===== config.mk =====
export PLATFORM = sky130hd
export DESIGN_NAME = bus_ctrl_top
export DESIGN_NICKNAME = d
export VERILOG_FILES = /design/src/logic/bus_ctrl_pkg.sv /design/src/logic/cpu_addr_decode.sv /design/src/logic/bus_strobe_gen.sv /design/src/logic/bank_regs.sv /design/src/logic/read_data_mux.sv /design/src/logic/bus_ctrl_top.sv
export VERILOG_INCLUDE_DIRS = /design/src /design/src/logic
export SDC_FILE = /design/constraint.sdc
export NUM_CORES = 1
export LEC_CHECK = 0
export BUFFER_PORTS_ARGS = -buffer_cell sky130_fd_sc_hd__buf_2
export CORE_MARGIN = 10
export CORE_UTILIZATION = 37
export DETAILED_ROUTE_END_ITERATION = 8
export SLEW_MARGIN = 40
export SYNTH_ARGS = -nofsm -noshare
export SYNTH_HDL_FRONTEND = slang
export SYNTH_SLANG_ARGS = --single-unit

===== constraint.sdc =====
create_clock -name clk6x -period 3.5 [get_ports clk6x]
set_clock_uncertainty 0.2 [all_clocks]
set_input_delay 0.7 -clock clk6x [delete_from_list [all_inputs] [get_ports clk6x]]
set_output_delay 0.7 -clock clk6x [all_outputs]
set_load 0.02 [all_outputs]

===== src/logic/bus_ctrl_params.svh =====
// bus controller constants for widths, reset values, region bases and idle read data
`ifndef BUS_CTRL_PARAMS_SVH
`define BUS_CTRL_PARAMS_SVH

// cpu and memory data bus width
`define BC_DATA_W 8

// memory address high part, bits 20:12
`define BC_ABH_W 9

// rom block after reset, bit 7 selects the boot rom
`define BC_ROMBLOCK_RST 8'h80

// ram bank after reset
`define BC_RAMBANK_RST 8'h00

// upper byte of the i/o page at 0x9Fxx
`define BC_IO_PAGE 8'h9F

// inverts the msb of the masked ram bank
// so banked ram starts in the middle of sram
`define BC_RAM_XOR 8'h80

// sram region of the rom window, rom starts at sram page 64
`define BC_ROM_SRAM_BASE 2'b01

// mem_abh mark for boot rom cycles, not a real sram address
`define BC_BOOTROM_MARK 9'h1FF

// cpu read value when no device answers
`define BC_UNMAPPED_RD 8'hFF

// extra clk6x cycles of S4H for the ethernet chip
`define BC_ENET_S4_EXT 2'd2

`endif


===== src/logic/bus_ctrl_pkg.sv =====
// bus controller types: access target and the structs passed between pipeline stages
`default_nettype none

package bus_ctrl_pkg;

`include "bus_ctrl_params.svh"

    // device an access goes to, carried down the pipeline like an opcode
    typedef enum logic [3:0] {
        TGT_NONE,
        TGT_SRAM,
        TGT_ROM,
        TGT_BOOTROM,
        TGT_BANKREG,
        TGT_VIA1,
        TGT_VIA2,
        TGT_VERA,
        TGT_AIO,
        TGT_SCRB,
        TGT_ENET
    } bus_tgt_e;

    // decoded access descriptor
    typedef struct packed {
        bus_tgt_e              tgt;
        // full 16-bit cpu address
        logic [15:0]           addr;
        logic [`BC_ABH_W-1:0]  mem_abh;
        // 1 on a read or a suppressed write
        logic                  rwn;
        // cleared for the rom window
        logic                  wr_en;
        logic [1:0]            s4_ext;
    } bus_acc_t;

    // external chip-selects, active low
    typedef struct packed {
        logic sram;
        logic vera;
        logic aio;
        logic enet;
    } ext_csn_t;

    // internal slave requests, active high
    typedef struct packed {
        logic bootrom;
        logic scrb;
        logic via1;
        logic via2;
    } slv_req_t;

endpackage

`default_nettype wire


===== src/logic/cpu_addr_decode.sv =====
// cpu address decode stage, captures the address at setup_cs and emits an access descriptor
`timescale 1ns/100ps
`default_nettype none

`include "bus_ctrl_params.svh"

module cpu_addr_decode
    import bus_ctrl_pkg::*;
(
    input  wire                  clk6x,
    input  wire                  resetn,
    // phaser pulse, phi2 about to rise
    input  wire                  setup_cs_i,
    // 1 for 65C02, 0 for 65C816
    input  wire                  cputype02_i,
    input  wire [15:12]          cpu_abh_i,
    input  wire [11:0]           memcpu_abl_i,
    // carries the bank byte on the 65C816 at this point
    input  wire [`BC_DATA_W-1:0] cpu_db_i,
    input  wire                  cpu_rw_i,
    input  wire                  cpu_vda_i,
    input  wire                  cpu_sync_vpa_i,
    // vector pull, active low
    input  wire                  cpu_vpu_i,
    input  wire                  ignore_cpu_writes_i,
    input  wire [`BC_DATA_W-1:0] rambank_masked_i,
    input  wire [`BC_DATA_W-1:0] romblock_i,
    output bus_acc_t             acc_o,
    output logic                 acc_valid_o,
    output logic [11:0]          memcpu_abl_o,
    output logic [15:0]          slv_addr_o
);

    logic [15:0]           cpu_ab;
    logic [`BC_DATA_W-1:0] cpu_bank;
    logic                  addr_valid;
    logic [4:0]            rom_blk;
    bus_acc_t              acc_d;

    assign cpu_ab = {cpu_abh_i, memcpu_abl_i};

    // 65C02 has no bank byte
    assign cpu_bank = cputype02_i ? 8'h00 : cpu_db_i;

    // 65C816 cycles with neither vda nor vpa are internal operations
    assign addr_valid = cputype02_i | cpu_vda_i | cpu_sync_vpa_i;

    // vector pulls always come from rom block 0
    assign rom_blk = cpu_vpu_i ? romblock_i[4:0] : 5'd0;

    always_comb
    begin
        acc_d.tgt = TGT_NONE;
        acc_d.addr = cpu_ab;
        // low sram page by default
        acc_d.mem_abh = {5'h00, cpu_abh_i};
        acc_d.rwn = cpu_rw_i | ignore_cpu_writes_i;
        acc_d.wr_en = 1'b1;
        acc_d.s4_ext = 2'd0;

        if (!addr_valid)
            acc_d.tgt = TGT_NONE;
        else if (cpu_bank == 8'h00)
        begin
            if (cpu_ab[15:1] == 15'd0)
                // 0x0000 ram bank, 0x0001 rom block
                acc_d.tgt = TGT_BANKREG;
            else if (cpu_abh_i[15:14] == 2'b11)
            begin
                // rom window 0xC000-0xFFFF
                if (romblock_i[7])
                begin
                    acc_d.tgt = TGT_BOOTROM;
                    acc_d.mem_abh = `BC_BOOTROM_MARK;
                end
                else
                begin
                    acc_d.tgt = TGT_ROM;
                    acc_d.mem_abh = {`BC_ROM_SRAM_BASE, rom_blk, cpu_abh_i[13:12]};
                    acc_d.wr_en = 1'b0;
                end
            end
            else if (cpu_abh_i[15:13] == 3'b101)
            begin
                // banked ram 0xA000-0xBFFF
                acc_d.tgt = TGT_SRAM;
                acc_d.mem_abh = {rambank_masked_i ^ `BC_RAM_XOR, cpu_abh_i[12]};
            end
            else if (cpu_ab[15:8] == `BC_IO_PAGE)
            begin
                // i/o page, 16 bytes per device slot
                case (cpu_ab[7:4])
                    4'h0: acc_d.tgt = TGT_VIA1;
                    4'h1: acc_d.tgt = TGT_VIA2;
                    4'h2, 4'h3: acc_d.tgt = TGT_VERA;
                    4'h4: acc_d.tgt = TGT_AIO;
                    4'h5, 4'h6: acc_d.tgt = TGT_SCRB;
                    4'h8:
                    begin
                        // slow part, stretch S4H
                        acc_d.tgt = TGT_ENET;
                        acc_d.s4_ext = `BC_ENET_S4_EXT;
                    end
                    // scratchpad shows the low sram underneath
                    4'hF: acc_d.tgt = TGT_SRAM;
                    default: acc_d.tgt = TGT_NONE;
                endcase
            end
            else
                acc_d.tgt = TGT_SRAM;
        end
        else
        begin
            // non-zero 65C816 bank, linear sram
            acc_d.tgt = TGT_SRAM;
            acc_d.mem_abh = {cpu_bank[4:0], cpu_abh_i};
        end
    end

    // capture descriptor and addresses at the setup pulse
    always_ff @(posedge clk6x)
    begin
        if (setup_cs_i)
        begin
            acc_o <= acc_d;
            memcpu_abl_o <= memcpu_abl_i;
            slv_addr_o <= cpu_ab;
        end
    end

    always_ff @(posedge clk6x)
    begin
        if (!resetn)
            acc_valid_o <= 1'b0;
        else
            acc_valid_o <= setup_cs_i;
    end

endmodule

`default_nettype wire


===== src/logic/bus_strobe_gen.sv =====
// bus strobe stage, drives chip-selects, rd/wr strobes and slave requests for one access
`timescale 1ns/100ps
`default_nettype none

`include "bus_ctrl_params.svh"

module bus_strobe_gen
    import bus_ctrl_pkg::*;
(
    input  wire                  clk6x,
    input  wire                  resetn,
    input  wire bus_acc_t        acc_i,
    input  wire                  acc_valid_i,
    // phaser pulses near the end of phi2
    input  wire                  release_wr_i,
    input  wire                  release_cs_i,
    output bus_acc_t             cur_acc_o,
    output ext_csn_t             ext_csn_o,
    output logic [`BC_ABH_W-1:0] mem_abh_o,
    output logic                 mem_rdn_o,
    output logic                 mem_wrn_o,
    output slv_req_t             slv_req_o,
    output logic                 slv_rwn_o,
    output logic [1:0]           s4_ext_o
);

    ext_csn_t csn_d;
    slv_req_t req_d;
    logic     ext_d;

    // one chip-select or one slave request per target
    always_comb
    begin
        csn_d = '1;
        req_d = '0;
        ext_d = 1'b0;
        case (acc_i.tgt)
            TGT_SRAM, TGT_ROM:
            begin
                csn_d.sram = 1'b0;
                ext_d = 1'b1;
            end
            TGT_VERA:
            begin
                csn_d.vera = 1'b0;
                ext_d = 1'b1;
            end
            TGT_AIO:
            begin
                csn_d.aio = 1'b0;
                ext_d = 1'b1;
            end
            TGT_ENET:
            begin
                csn_d.enet = 1'b0;
                ext_d = 1'b1;
            end
            TGT_BOOTROM: req_d.bootrom = 1'b1;
            TGT_SCRB: req_d.scrb = 1'b1;
            TGT_VIA1: req_d.via1 = 1'b1;
            TGT_VIA2: req_d.via2 = 1'b1;
            // bank registers live in bank_regs, none selects nothing
            default: ;
        endcase
    end

    always_ff @(posedge clk6x)
    begin
        if (!resetn)
        begin
            cur_acc_o.tgt <= TGT_NONE;
            ext_csn_o <= '1;
            mem_rdn_o <= 1'b1;
            mem_wrn_o <= 1'b1;
            slv_req_o <= '0;
            s4_ext_o <= 2'd0;
        end
        else
        begin
            if (acc_valid_i)
            begin
                cur_acc_o <= acc_i;
                ext_csn_o <= csn_d;
                mem_rdn_o <= ~(ext_d & acc_i.rwn);
                // rom window never gets a write strobe
                mem_wrn_o <= ~(ext_d & ~acc_i.rwn & acc_i.wr_en);
                slv_req_o <= req_d;
                s4_ext_o <= acc_i.s4_ext;
            end
            // release the write early for hold time on the latch
            if (release_wr_i)
                mem_wrn_o <= 1'b1;
            // end of the cpu cycle
            if (release_cs_i)
            begin
                cur_acc_o.tgt <= TGT_NONE;
                ext_csn_o <= '1;
                mem_rdn_o <= 1'b1;
                mem_wrn_o <= 1'b1;
                slv_req_o <= '0;
                s4_ext_o <= 2'd0;
            end
        end
    end

    // memory address and slave direction of the new access
    always_ff @(posedge clk6x)
    begin
        if (acc_valid_i)
        begin
            mem_abh_o <= acc_i.mem_abh;
            slv_rwn_o <= acc_i.rwn;
        end
    end

endmodule

`default_nettype wire


===== src/logic/bank_regs.sv =====
// bank registers, ram bank at 0x0000 and rom block at 0x0001 with boot rom force and clear
`timescale 1ns/100ps
`default_nettype none

`include "bus_ctrl_params.svh"

module bank_regs
    import bus_ctrl_pkg::*;
(
    input  wire                   clk6x,
    input  wire                   resetn,
    input  wire bus_acc_t         cur_acc_i,
    input  wire                   release_wr_i,
    // cpu write data, valid at release_wr
    input  wire [`BC_DATA_W-1:0]  wr_data_i,
    // limits the usable ram banks
    input  wire [`BC_DATA_W-1:0]  rambank_mask_i,
    input  wire                   force_pblrom_i,
    input  wire                   clear_pblrom_i,
    output logic [`BC_DATA_W-1:0] rambank_masked_o,
    output logic [`BC_DATA_W-1:0] romblock_o,
    output logic [`BC_DATA_W-1:0] bankreg_rd_o
);

    logic [`BC_DATA_W-1:0] rambank_r;
    logic                  reg_wr;

    assign reg_wr = release_wr_i & (cur_acc_i.tgt == TGT_BANKREG) & ~cur_acc_i.rwn;

    always_ff @(posedge clk6x)
    begin
        if (!resetn)
        begin
            rambank_r <= `BC_RAMBANK_RST;
            // start in the boot rom
            romblock_o <= `BC_ROMBLOCK_RST;
        end
        else
        begin
            if (reg_wr && !cur_acc_i.addr[0])
                rambank_r <= wr_data_i;
            if (reg_wr && cur_acc_i.addr[0])
                romblock_o <= wr_data_i;
            // force into the boot rom
            if (force_pblrom_i)
                romblock_o[7] <= 1'b1;
            // clear wins over force
            if (clear_pblrom_i)
                romblock_o[7:6] <= 2'b00;
        end
    end

    // masked bank is precomputed, one cycle behind
    always_ff @(posedge clk6x)
    begin
        rambank_masked_o <= rambank_r & rambank_mask_i;
    end

    // readback by address bit 0
    assign bankreg_rd_o = cur_acc_i.addr[0] ? romblock_o : rambank_r;

endmodule

`default_nettype wire


===== src/logic/read_data_mux.sv =====
// read data stage, registers the cpu read byte and holds cpu write data for the memory bus
`timescale 1ns/100ps
`default_nettype none

`include "bus_ctrl_params.svh"

module read_data_mux
    import bus_ctrl_pkg::*;
(
    input  wire                   clk6x,
    input  wire                   resetn,
    input  wire bus_acc_t         cur_acc_i,
    input  wire                   mem_rdn_i,
    input  wire [`BC_DATA_W-1:0]  mem_db_i,
    input  wire [`BC_DATA_W-1:0]  bankreg_rd_i,
    input  wire [`BC_DATA_W-1:0]  slv_data_i,
    input  wire [`BC_DATA_W-1:0]  cpu_db_i,
    input  wire                   cphi2_i,
    output logic [`BC_DATA_W-1:0] cpu_db_o,
    output logic [`BC_DATA_W-1:0] mem_db_o
);

    logic [`BC_DATA_W-1:0] db_hold_r;
    logic                  slv_sel;

    assign slv_sel = (cur_acc_i.tgt == TGT_BOOTROM) | (cur_acc_i.tgt == TGT_SCRB)
                   | (cur_acc_i.tgt == TGT_VIA1) | (cur_acc_i.tgt == TGT_VIA2);

    // external read first, then bank registers, then internal slaves
    always_ff @(posedge clk6x)
    begin
        if (!resetn)
            cpu_db_o <= `BC_UNMAPPED_RD;
        else if (!mem_rdn_i)
            cpu_db_o <= mem_db_i;
        else if (cur_acc_i.tgt == TGT_BANKREG)
            cpu_db_o <= bankreg_rd_i;
        else if (slv_sel)
            cpu_db_o <= slv_data_i;
        else
            cpu_db_o <= `BC_UNMAPPED_RD;
    end

    // the 65C816 puts its bank byte on the data bus while phi2 is low
    // so the last phi2-high value is held for write hold time
    always_ff @(posedge clk6x)
    begin
        if (cphi2_i)
            db_hold_r <= cpu_db_i;
    end

    assign mem_db_o = cphi2_i ? cpu_db_i : db_hold_r;

endmodule

`default_nettype wire


===== src/logic/bus_ctrl_top.sv =====
// external bus controller top, cpu side decode, strobes, bank registers and read data
`timescale 1ns/100ps
`default_nettype none

`include "bus_ctrl_params.svh"

module bus_ctrl_top
    import bus_ctrl_pkg::*;
(
    input  wire                   clk6x,
    input  wire                   resetn,
    input  wire                   cputype02_i,
    // cpu bus
    input  wire [15:12]           cpu_abh_i,
    input  wire [11:0]            memcpu_abl_i,
    input  wire [`BC_DATA_W-1:0]  cpu_db_i,
    output logic [`BC_DATA_W-1:0] cpu_db_o,
    input  wire                   cpu_rw_i,
    input  wire                   cpu_vda_i,
    input  wire                   cpu_sync_vpa_i,
    input  wire                   cpu_vpu_i,
    input  wire                   ignore_cpu_writes_i,
    // phaser
    input  wire                   setup_cs_i,
    input  wire                   release_wr_i,
    input  wire                   release_cs_i,
    input  wire                   cphi2_i,
    output logic [1:0]            s4_ext_o,
    // memory bus
    output logic [`BC_ABH_W-1:0]  mem_abh_o,
    output logic [11:0]           memcpu_abl_o,
    input  wire [`BC_DATA_W-1:0]  mem_db_i,
    output logic [`BC_DATA_W-1:0] mem_db_o,
    output logic                  mem_rdn_o,
    output logic                  mem_wrn_o,
    output ext_csn_t              ext_csn_o,
    // internal slaves
    output logic [15:0]           slv_addr_o,
    output logic [`BC_DATA_W-1:0] slv_datawr_o,
    input  wire [`BC_DATA_W-1:0]  slv_data_i,
    output slv_req_t              slv_req_o,
    output logic                  slv_rwn_o,
    // bank control
    input  wire [`BC_DATA_W-1:0]  rambank_mask_i,
    input  wire                   force_pblrom_i,
    input  wire                   clear_pblrom_i,
    output logic [`BC_DATA_W-1:0] romblock_o
);

    bus_acc_t              acc;
    logic                  acc_valid;
    bus_acc_t              cur_acc;
    logic [`BC_DATA_W-1:0] rambank_masked;
    logic [`BC_DATA_W-1:0] bankreg_rd;

    // cpu write data straight through, valid at the end of the cycle
    assign slv_datawr_o = cpu_db_i;

    cpu_addr_decode decode_i (
        .clk6x               (clk6x),
        .resetn              (resetn),
        .setup_cs_i          (setup_cs_i),
        .cputype02_i         (cputype02_i),
        .cpu_abh_i           (cpu_abh_i),
        .memcpu_abl_i        (memcpu_abl_i),
        .cpu_db_i            (cpu_db_i),
        .cpu_rw_i            (cpu_rw_i),
        .cpu_vda_i           (cpu_vda_i),
        .cpu_sync_vpa_i      (cpu_sync_vpa_i),
        .cpu_vpu_i           (cpu_vpu_i),
        .ignore_cpu_writes_i (ignore_cpu_writes_i),
        .rambank_masked_i    (rambank_masked),
        .romblock_i          (romblock_o),
        .acc_o               (acc),
        .acc_valid_o         (acc_valid),
        .memcpu_abl_o        (memcpu_abl_o),
        .slv_addr_o          (slv_addr_o)
    );

    bus_strobe_gen strobe_i (
        .clk6x        (clk6x),
        .resetn       (resetn),
        .acc_i        (acc),
        .acc_valid_i  (acc_valid),
        .release_wr_i (release_wr_i),
        .release_cs_i (release_cs_i),
        .cur_acc_o    (cur_acc),
        .ext_csn_o    (ext_csn_o),
        .mem_abh_o    (mem_abh_o),
        .mem_rdn_o    (mem_rdn_o),
        .mem_wrn_o    (mem_wrn_o),
        .slv_req_o    (slv_req_o),
        .slv_rwn_o    (slv_rwn_o),
        .s4_ext_o     (s4_ext_o)
    );

    bank_regs bank_i (
        .clk6x            (clk6x),
        .resetn           (resetn),
        .cur_acc_i        (cur_acc),
        .release_wr_i     (release_wr_i),
        .wr_data_i        (cpu_db_i),
        .rambank_mask_i   (rambank_mask_i),
        .force_pblrom_i   (force_pblrom_i),
        .clear_pblrom_i   (clear_pblrom_i),
        .rambank_masked_o (rambank_masked),
        .romblock_o       (romblock_o),
        .bankreg_rd_o     (bankreg_rd)
    );

    read_data_mux rdmux_i (
        .clk6x        (clk6x),
        .resetn       (resetn),
        .cur_acc_i    (cur_acc),
        .mem_rdn_i    (mem_rdn_o),
        .mem_db_i     (mem_db_i),
        .bankreg_rd_i (bankreg_rd),
        .slv_data_i   (slv_data_i),
        .cpu_db_i     (cpu_db_i),
        .cphi2_i      (cphi2_i),
        .cpu_db_o     (cpu_db_o),
        .mem_db_o     (mem_db_o)
    );

endmodule

`default_nettype wire


---- Word level (Yosys, flattened, before mapping) ----
Cells that the tools add are included.
cells by class
  bitwise logic cells ..................... 22
  reduce and logical (&&, ||, !) cells .... 19
  muxes and demuxes ....................... 34
  equal/unequal tests ..................... 25
operator list
  cell                  number
  $mux W8               7
  $mux W9               5
  $eq A4 B3 Y1 const B  9
  $pmux W4 S7           1
  $eq A4 B4 Y1 const B  6
  $eq A4 B2 Y1 const B  5
  $mux W4               4
  $logic_not A15 Y1     1
  $mux W1               13
  $not A1 Y1            10
  $reduce_or A2 Y1      5
  $and A8 B8 Y8         1
  $eq A4 B1 Y1 const B  2
  $eq A8 B8 Y1 const B  1
  $logic_not A8 Y1      1
  $or A1 B1 Y1          6
  $reduce_or A3 Y1      2
  $reduce_or A6 Y1      1
  $and A1 B1 Y1         5
  $mux W5               1
  $reduce_or A5 Y1      1
  $logic_not A4 Y1      1
  $mux W2               2
  $reduce_and A2 Y1     2
  7 further kinds       8
storage, ports and cells
  logic and storage cells ................. 134
  input port bits ......................... 62
  output and inout port bits .............. 82
  register bits after elaboration ......... 114

---- Logic depth before layout (Yosys ltp) ----
  depth after elaboration ................. 8
  depth in mapped cells ................... 5
  gate-level depth less buffers ........... 4

---- Modules after synthesis ----
From an unflattened synthesis, not the netlist that was laid out.
unflattened totals
  cell total of the unflattened synthesis .. 441
  area, all modules ....................... 5,415.2 um^2
modules (own cells, without submodules)
  module           instances  area each (um^2)  seq. area each (um^2)  cells each
  bus_strobe_gen   1          1,874.3           1,491.4                115
  cpu_addr_decode  1          1,721.7           980.9                  146
  bank_regs        1          1,067.3           480.5                  104
  read_data_mux    1          691.9             320.3                  68
  bus_ctrl_top     1          60.1              0.0                    8

---- Worst setup path before layout ----
Ideal clock, no wire load.
  kind .................................... input-to-output
  start point ............................. input port cphi2_i
  end point ............................... output port mem_db_o[0]
  data required time ...................... 2.600 ns
  cell stages on the path ................. 2
  buffers on the path ..................... 1
  setup slack ............................. 1.204 ns
  data arrival time ....................... 1.396 ns
  cells stage by stage .................... clkbuf_1 > mux2_2
between the ends
  cells in the longest elaborated chain, start to end .. 1
ends and longest elaborated chain
  element      line                RTL
  from (decl)  bus_ctrl_top.sv:27  input wire cphi2_i,
  $mux W8      -
  to (decl)    bus_ctrl_top.sv:33  output logic [`BC_DATA_W-1:0] mem_db_o,
Every way passes these cells.

---- Final worst setup path ----
  start point ............................. register strobe_i.cur_acc_o[31] (netlist name)
  end point ............................... register bank_i.romblock_o[7]
between the ends
  cells in the longest elaborated chain, start to end .. 5
ends and longest elaborated chain
  element                              line                  RTL
  from (decl)                          bus_strobe_gen.sv:17  output bus_acc_t cur_acc_o,
  from (signal assigned)               bus_strobe_gen.sv:82  cur_acc_o <= acc_i;
  $eq A4 B3 Y1                         bank_regs.sv:28       assign reg_wr = release_wr_i & (cur_acc_i.tgt == TGT_BANKREG) & ~cur_acc_i.rwn;
  $and A1 B1 Y1 (2 in a row)           bank_regs.sv:28
  $logic_and A1 B1 Y1                  bank_regs.sv:42       if (reg_wr && cur_acc_i.addr[0])
  $reduce_bool A3 Y1 (no source line)  -
  to (signal assigned)                 bank_regs.sv:36       romblock_o <= `BC_ROMBLOCK_RST;
  to (signal assigned)                 bank_regs.sv:43       romblock_o <= wr_data_i;
  to (decl)                            bank_regs.sv:21       output logic [`BC_DATA_W-1:0] romblock_o,
Every way passes these cells.
A chain may end at the register's enable or synchronous reset.

==> results.json <==
{
  "synthesis.nets": 441,
  "p_clk_share_pct": 36.9,
  "yosysTopAreaCell": "edfxtp_1",
  "slew_headroom_pct": 49.1,
  "period_needed_ns": 2.47,
  "syn_area_sq_mm": 0.00431,
  "worstPathArrival_ns": 2.45,
  "leakage_nw": 2.10,
  "drv_slew": 0,
  "fin_setup_tns_ns": 0,
  "setup_viol": 0,
  "fp.dieH_um": 128,
  "post_drt_wl_per_cell_um": 17.7,
  "status": "completed",
  "place_inst": 613,
  "ys_warn_count": 0,
  "drt_wl_total_mm": 11.1,
  "hpwl_mm": 8.65,
  "routed_via_density": 4.98,
  "vdd_drop_max_mv": 0.192,
  "seq_area_sq_mm": 0.00244,
  "ant_nets": 0,
  "power_switching_w": 0.000628,
  "period_share_pct": 70.6,
  "grt_max_degree": 34,
  "ys_async_sr_fraction_pct": 0,
  "worstMarginPinSlew_ns": 0.763,
  "initial_core_util_pct": 37.8,
  "hold_viol": 0,
  "worstPathMaxFanout": 9,
  "switching_share_pct": 25.3,
  "numClockSinks": 100,
  "clk_pin_slew_ns": 0.07,
  "design_power_total_w": 0.00248,
  "gp_congestion": 0.811,
  "grt_use_total_pct": 13.2,
  "cts_hold_buf": 0,
  "p_seq_share_pct": 52.4,
  "p_comb_share_pct": 10.7,
  "syn_to_final_growth_pct": 18.9,
  "die_w_um": 128,
  "insertedDiodeCount": 0,
  "syn_inst": 379,
  "powerDensity_mw_per_mm2": 484,
  "first_iter_violations": 136,
  "io_buffers": 142,
  "ys_seq_area_share_pct": 56.6,
  "row_count": 39,
  "io-pin-count": 144,
  "fmax_mhz": 405,
  "synth_cell_type_count": 52,
  "grt-ovfl-total": 0,
  "numCtsBuffers": 9,
  "drc": 0,
  "crit_type": "flip-flop to flip-flop",
  "drv_cap": 0,
  "die-area_sq_mm": 0.0164,
  "synth-seq-cells": 100,
  "final_cells": 629,
  "synth.top_cell.area_share_pct": 30.6,
  "core_sq_mm": 0.0114,
  "rsz0062_at_grt": "false",
  "clock_path_buffers": 2,
  "cts_resized": 0,
  "endpoint_kind": "flip-flop",
  "grt_pass1_wl_mm": 17.3,
  "cts_tree": "yes",
  "antenna_found_initial": 0,
  "internal_power_w": 0.00185,
  "startpoint_type": "flip-flop",
  "r2r-start": "strobe_i.cur_acc_o[31]",
  "cts_setup_buffers": 0,
  "hold_path.class": "flip-flop to flip-flop",
  "multi_input_area_sq_mm": 0.00147,
  "final_core_util_pct": 44.9,
  "avgSynthCellArea_sq_um": 11.4,
  "grt_pass1_vias": 3347,
  "drive_above_1_share_pct": 35.6,
  "cp-startpoint": "strobe_i.cur_acc_o[31]",
  "synth_top_flop_cell": "dfxtp_1",
  "required_ns": 3.49,
  "clockRootBuffer": "clkbuf_16",
  "htree_levels": 3,
  "fillCellCount": 1133,
  "dr.pass1.iters": 4,
  "synth_area_leaders": "edfxtp_1 31%, dfxtp_1 26%, buf_4 6.4%",
  "hp-start": "decode_i.acc_o[7]",
  "synth_edf_count": 44,
  "nets": 543,
  "vias": 3134,
  "clk_latency_ns": 0.34
}
[stage by stage]
stage               hold slack [ns]  instance area, sq um  worst slack, ns
finish                        0.214                  5120             1.03
global route                  0.239                  5120            0.912
CTS                           0.217                  5120             1.07
detailed placement            0.205                  4860            0.974
global placement              0.204                  4860            0.993
floorplan                     0.200                  4310             1.20
[registers in the layout, indices dropped and copies added (netlist names)]
register and flops:
strobe_i.slv_rwn_o 1, rdmux_i.db_hold_r 8, bank_i.rambank_r 8, strobe_i.slv_req_o 4, strobe_i.mem_wrn_o 1, strobe_i.mem_abh_o 9, strobe_i.ext_csn_o 4, rdmux_i.cpu_db_o 8
strobe_i.s4_ext_o 1, bank_i.romblock_o 8, decode_i.acc_valid_o 1, bank_i.rambank_masked_o 8, strobe_i.mem_rdn_o 1, decode_i.memcpu_abl_o 11, strobe_i.cur_acc_o 6, decode_i.acc_o 21
[placed cells by master, fill, tap and decap left out, types with 8 or more instances in the layout]
master / count
mux2i_1: 27
nor2_1: 27
a21oi_1: 17
nand2_1: 15
clkbuf_16: 9
dfxtp_1: 56
a221oi_1: 8
and2_1: 10
inv_1: 11
mux2_2: 8
buf_2: 142
nor2b_1: 18
edfxtp_1: 44
[Yosys cell counts, types with 2 or more instances]
cell type and number:
nand4b_1 2, buf_4 37, nand4_1 5, buf_6 3
nand2_1 15, nor4_1 7, a31oi_1 2, and2_1 10
edfxtp_1 44, mux2_2 8, o31ai_1 3, inv_1 11
dfxtp_1 56, nand3b_1 4, nand3_1 5, a21oi_1 17
nand2b_1 7, xnor2_1 3, mux2i_1 27, nor3_1 6
or2_2 3, and3_1 2, o31a_1 2, a21boi_0 2
a221oi_1 8, o21ai_0 6, nor2b_1 18, nor2_1 27
nor3b_1 3, clkbuf_1 12, xor2_1 2, nor4b_2 2
[routing by layer]
layer | up-vias | wire length, um | part of all wire, % | GRT usage (%)
met5 | - | 0 | 0 | 0
met4 | 0 | 137 | 1.2 | 4.37
met3 | 13 | 832 | 7.5 | 4.71
met2 | 111 | 5400 | 49 | 22.5
met1 | 1487 | 4740 | 43 | 15.0
li1 | 1523 | - | - | -
[power groups by stage]
stage               clock network (W)  registers, W  logic, W
finish                       0.000916       0.00130  0.000266
global route                 0.000971       0.00131  0.000290
CTS                          0.000933       0.00130  0.000269
detailed placement                  0       0.00133  0.000269
global placement                    0       0.00132  0.000266
floorplan                           0       0.00132  0.000181
[cell type report]
cell class / instances / share of cell area, %
clock buffers: 10 / 4.47
clock inverters: 6 / 0.781
inverters: 11 / 0.806
multi-input cells: 215 / 28.6
flip-flops and latches: 100 / 47.7
well taps: 143 / 3.49
repair buffers: 144 / 14.2
[logic make-up after synthesis]
kind of cell	share of synthesized area (%)
AO/OA/AOI/OAI	8.01
XOR/XNOR	1.02
adder cells (fa/ha/maj)	0.232
buffers and inverters	9.32
flip-flops	56.6
multiplexers	8.36
other	0.0870
AND/OR/NAND/NOR	16.3
[critical path, cell delays in order, from the launching register on]
cell and delay (ns):
dfxtp_1 0.40, or4b_4 0.50, nand4bb_1 0.69, nor4b_2 0.46, a221oi_2 0.06
[worst paths after layout]
kind | end | slack, ns | cells after the start
hold / removal | strobe_i.mem_abh_o[3] | 0.21 | 0
hold reg to reg | strobe_i.mem_abh_o[3] | 0.21 | 0
setup / recovery | bank_i.romblock_o[7] | 1.03 | 4
setup reg to reg | bank_i.romblock_o[7] | 1.03 | 4
Note: power is estimated with default switching activity, not from simulation.
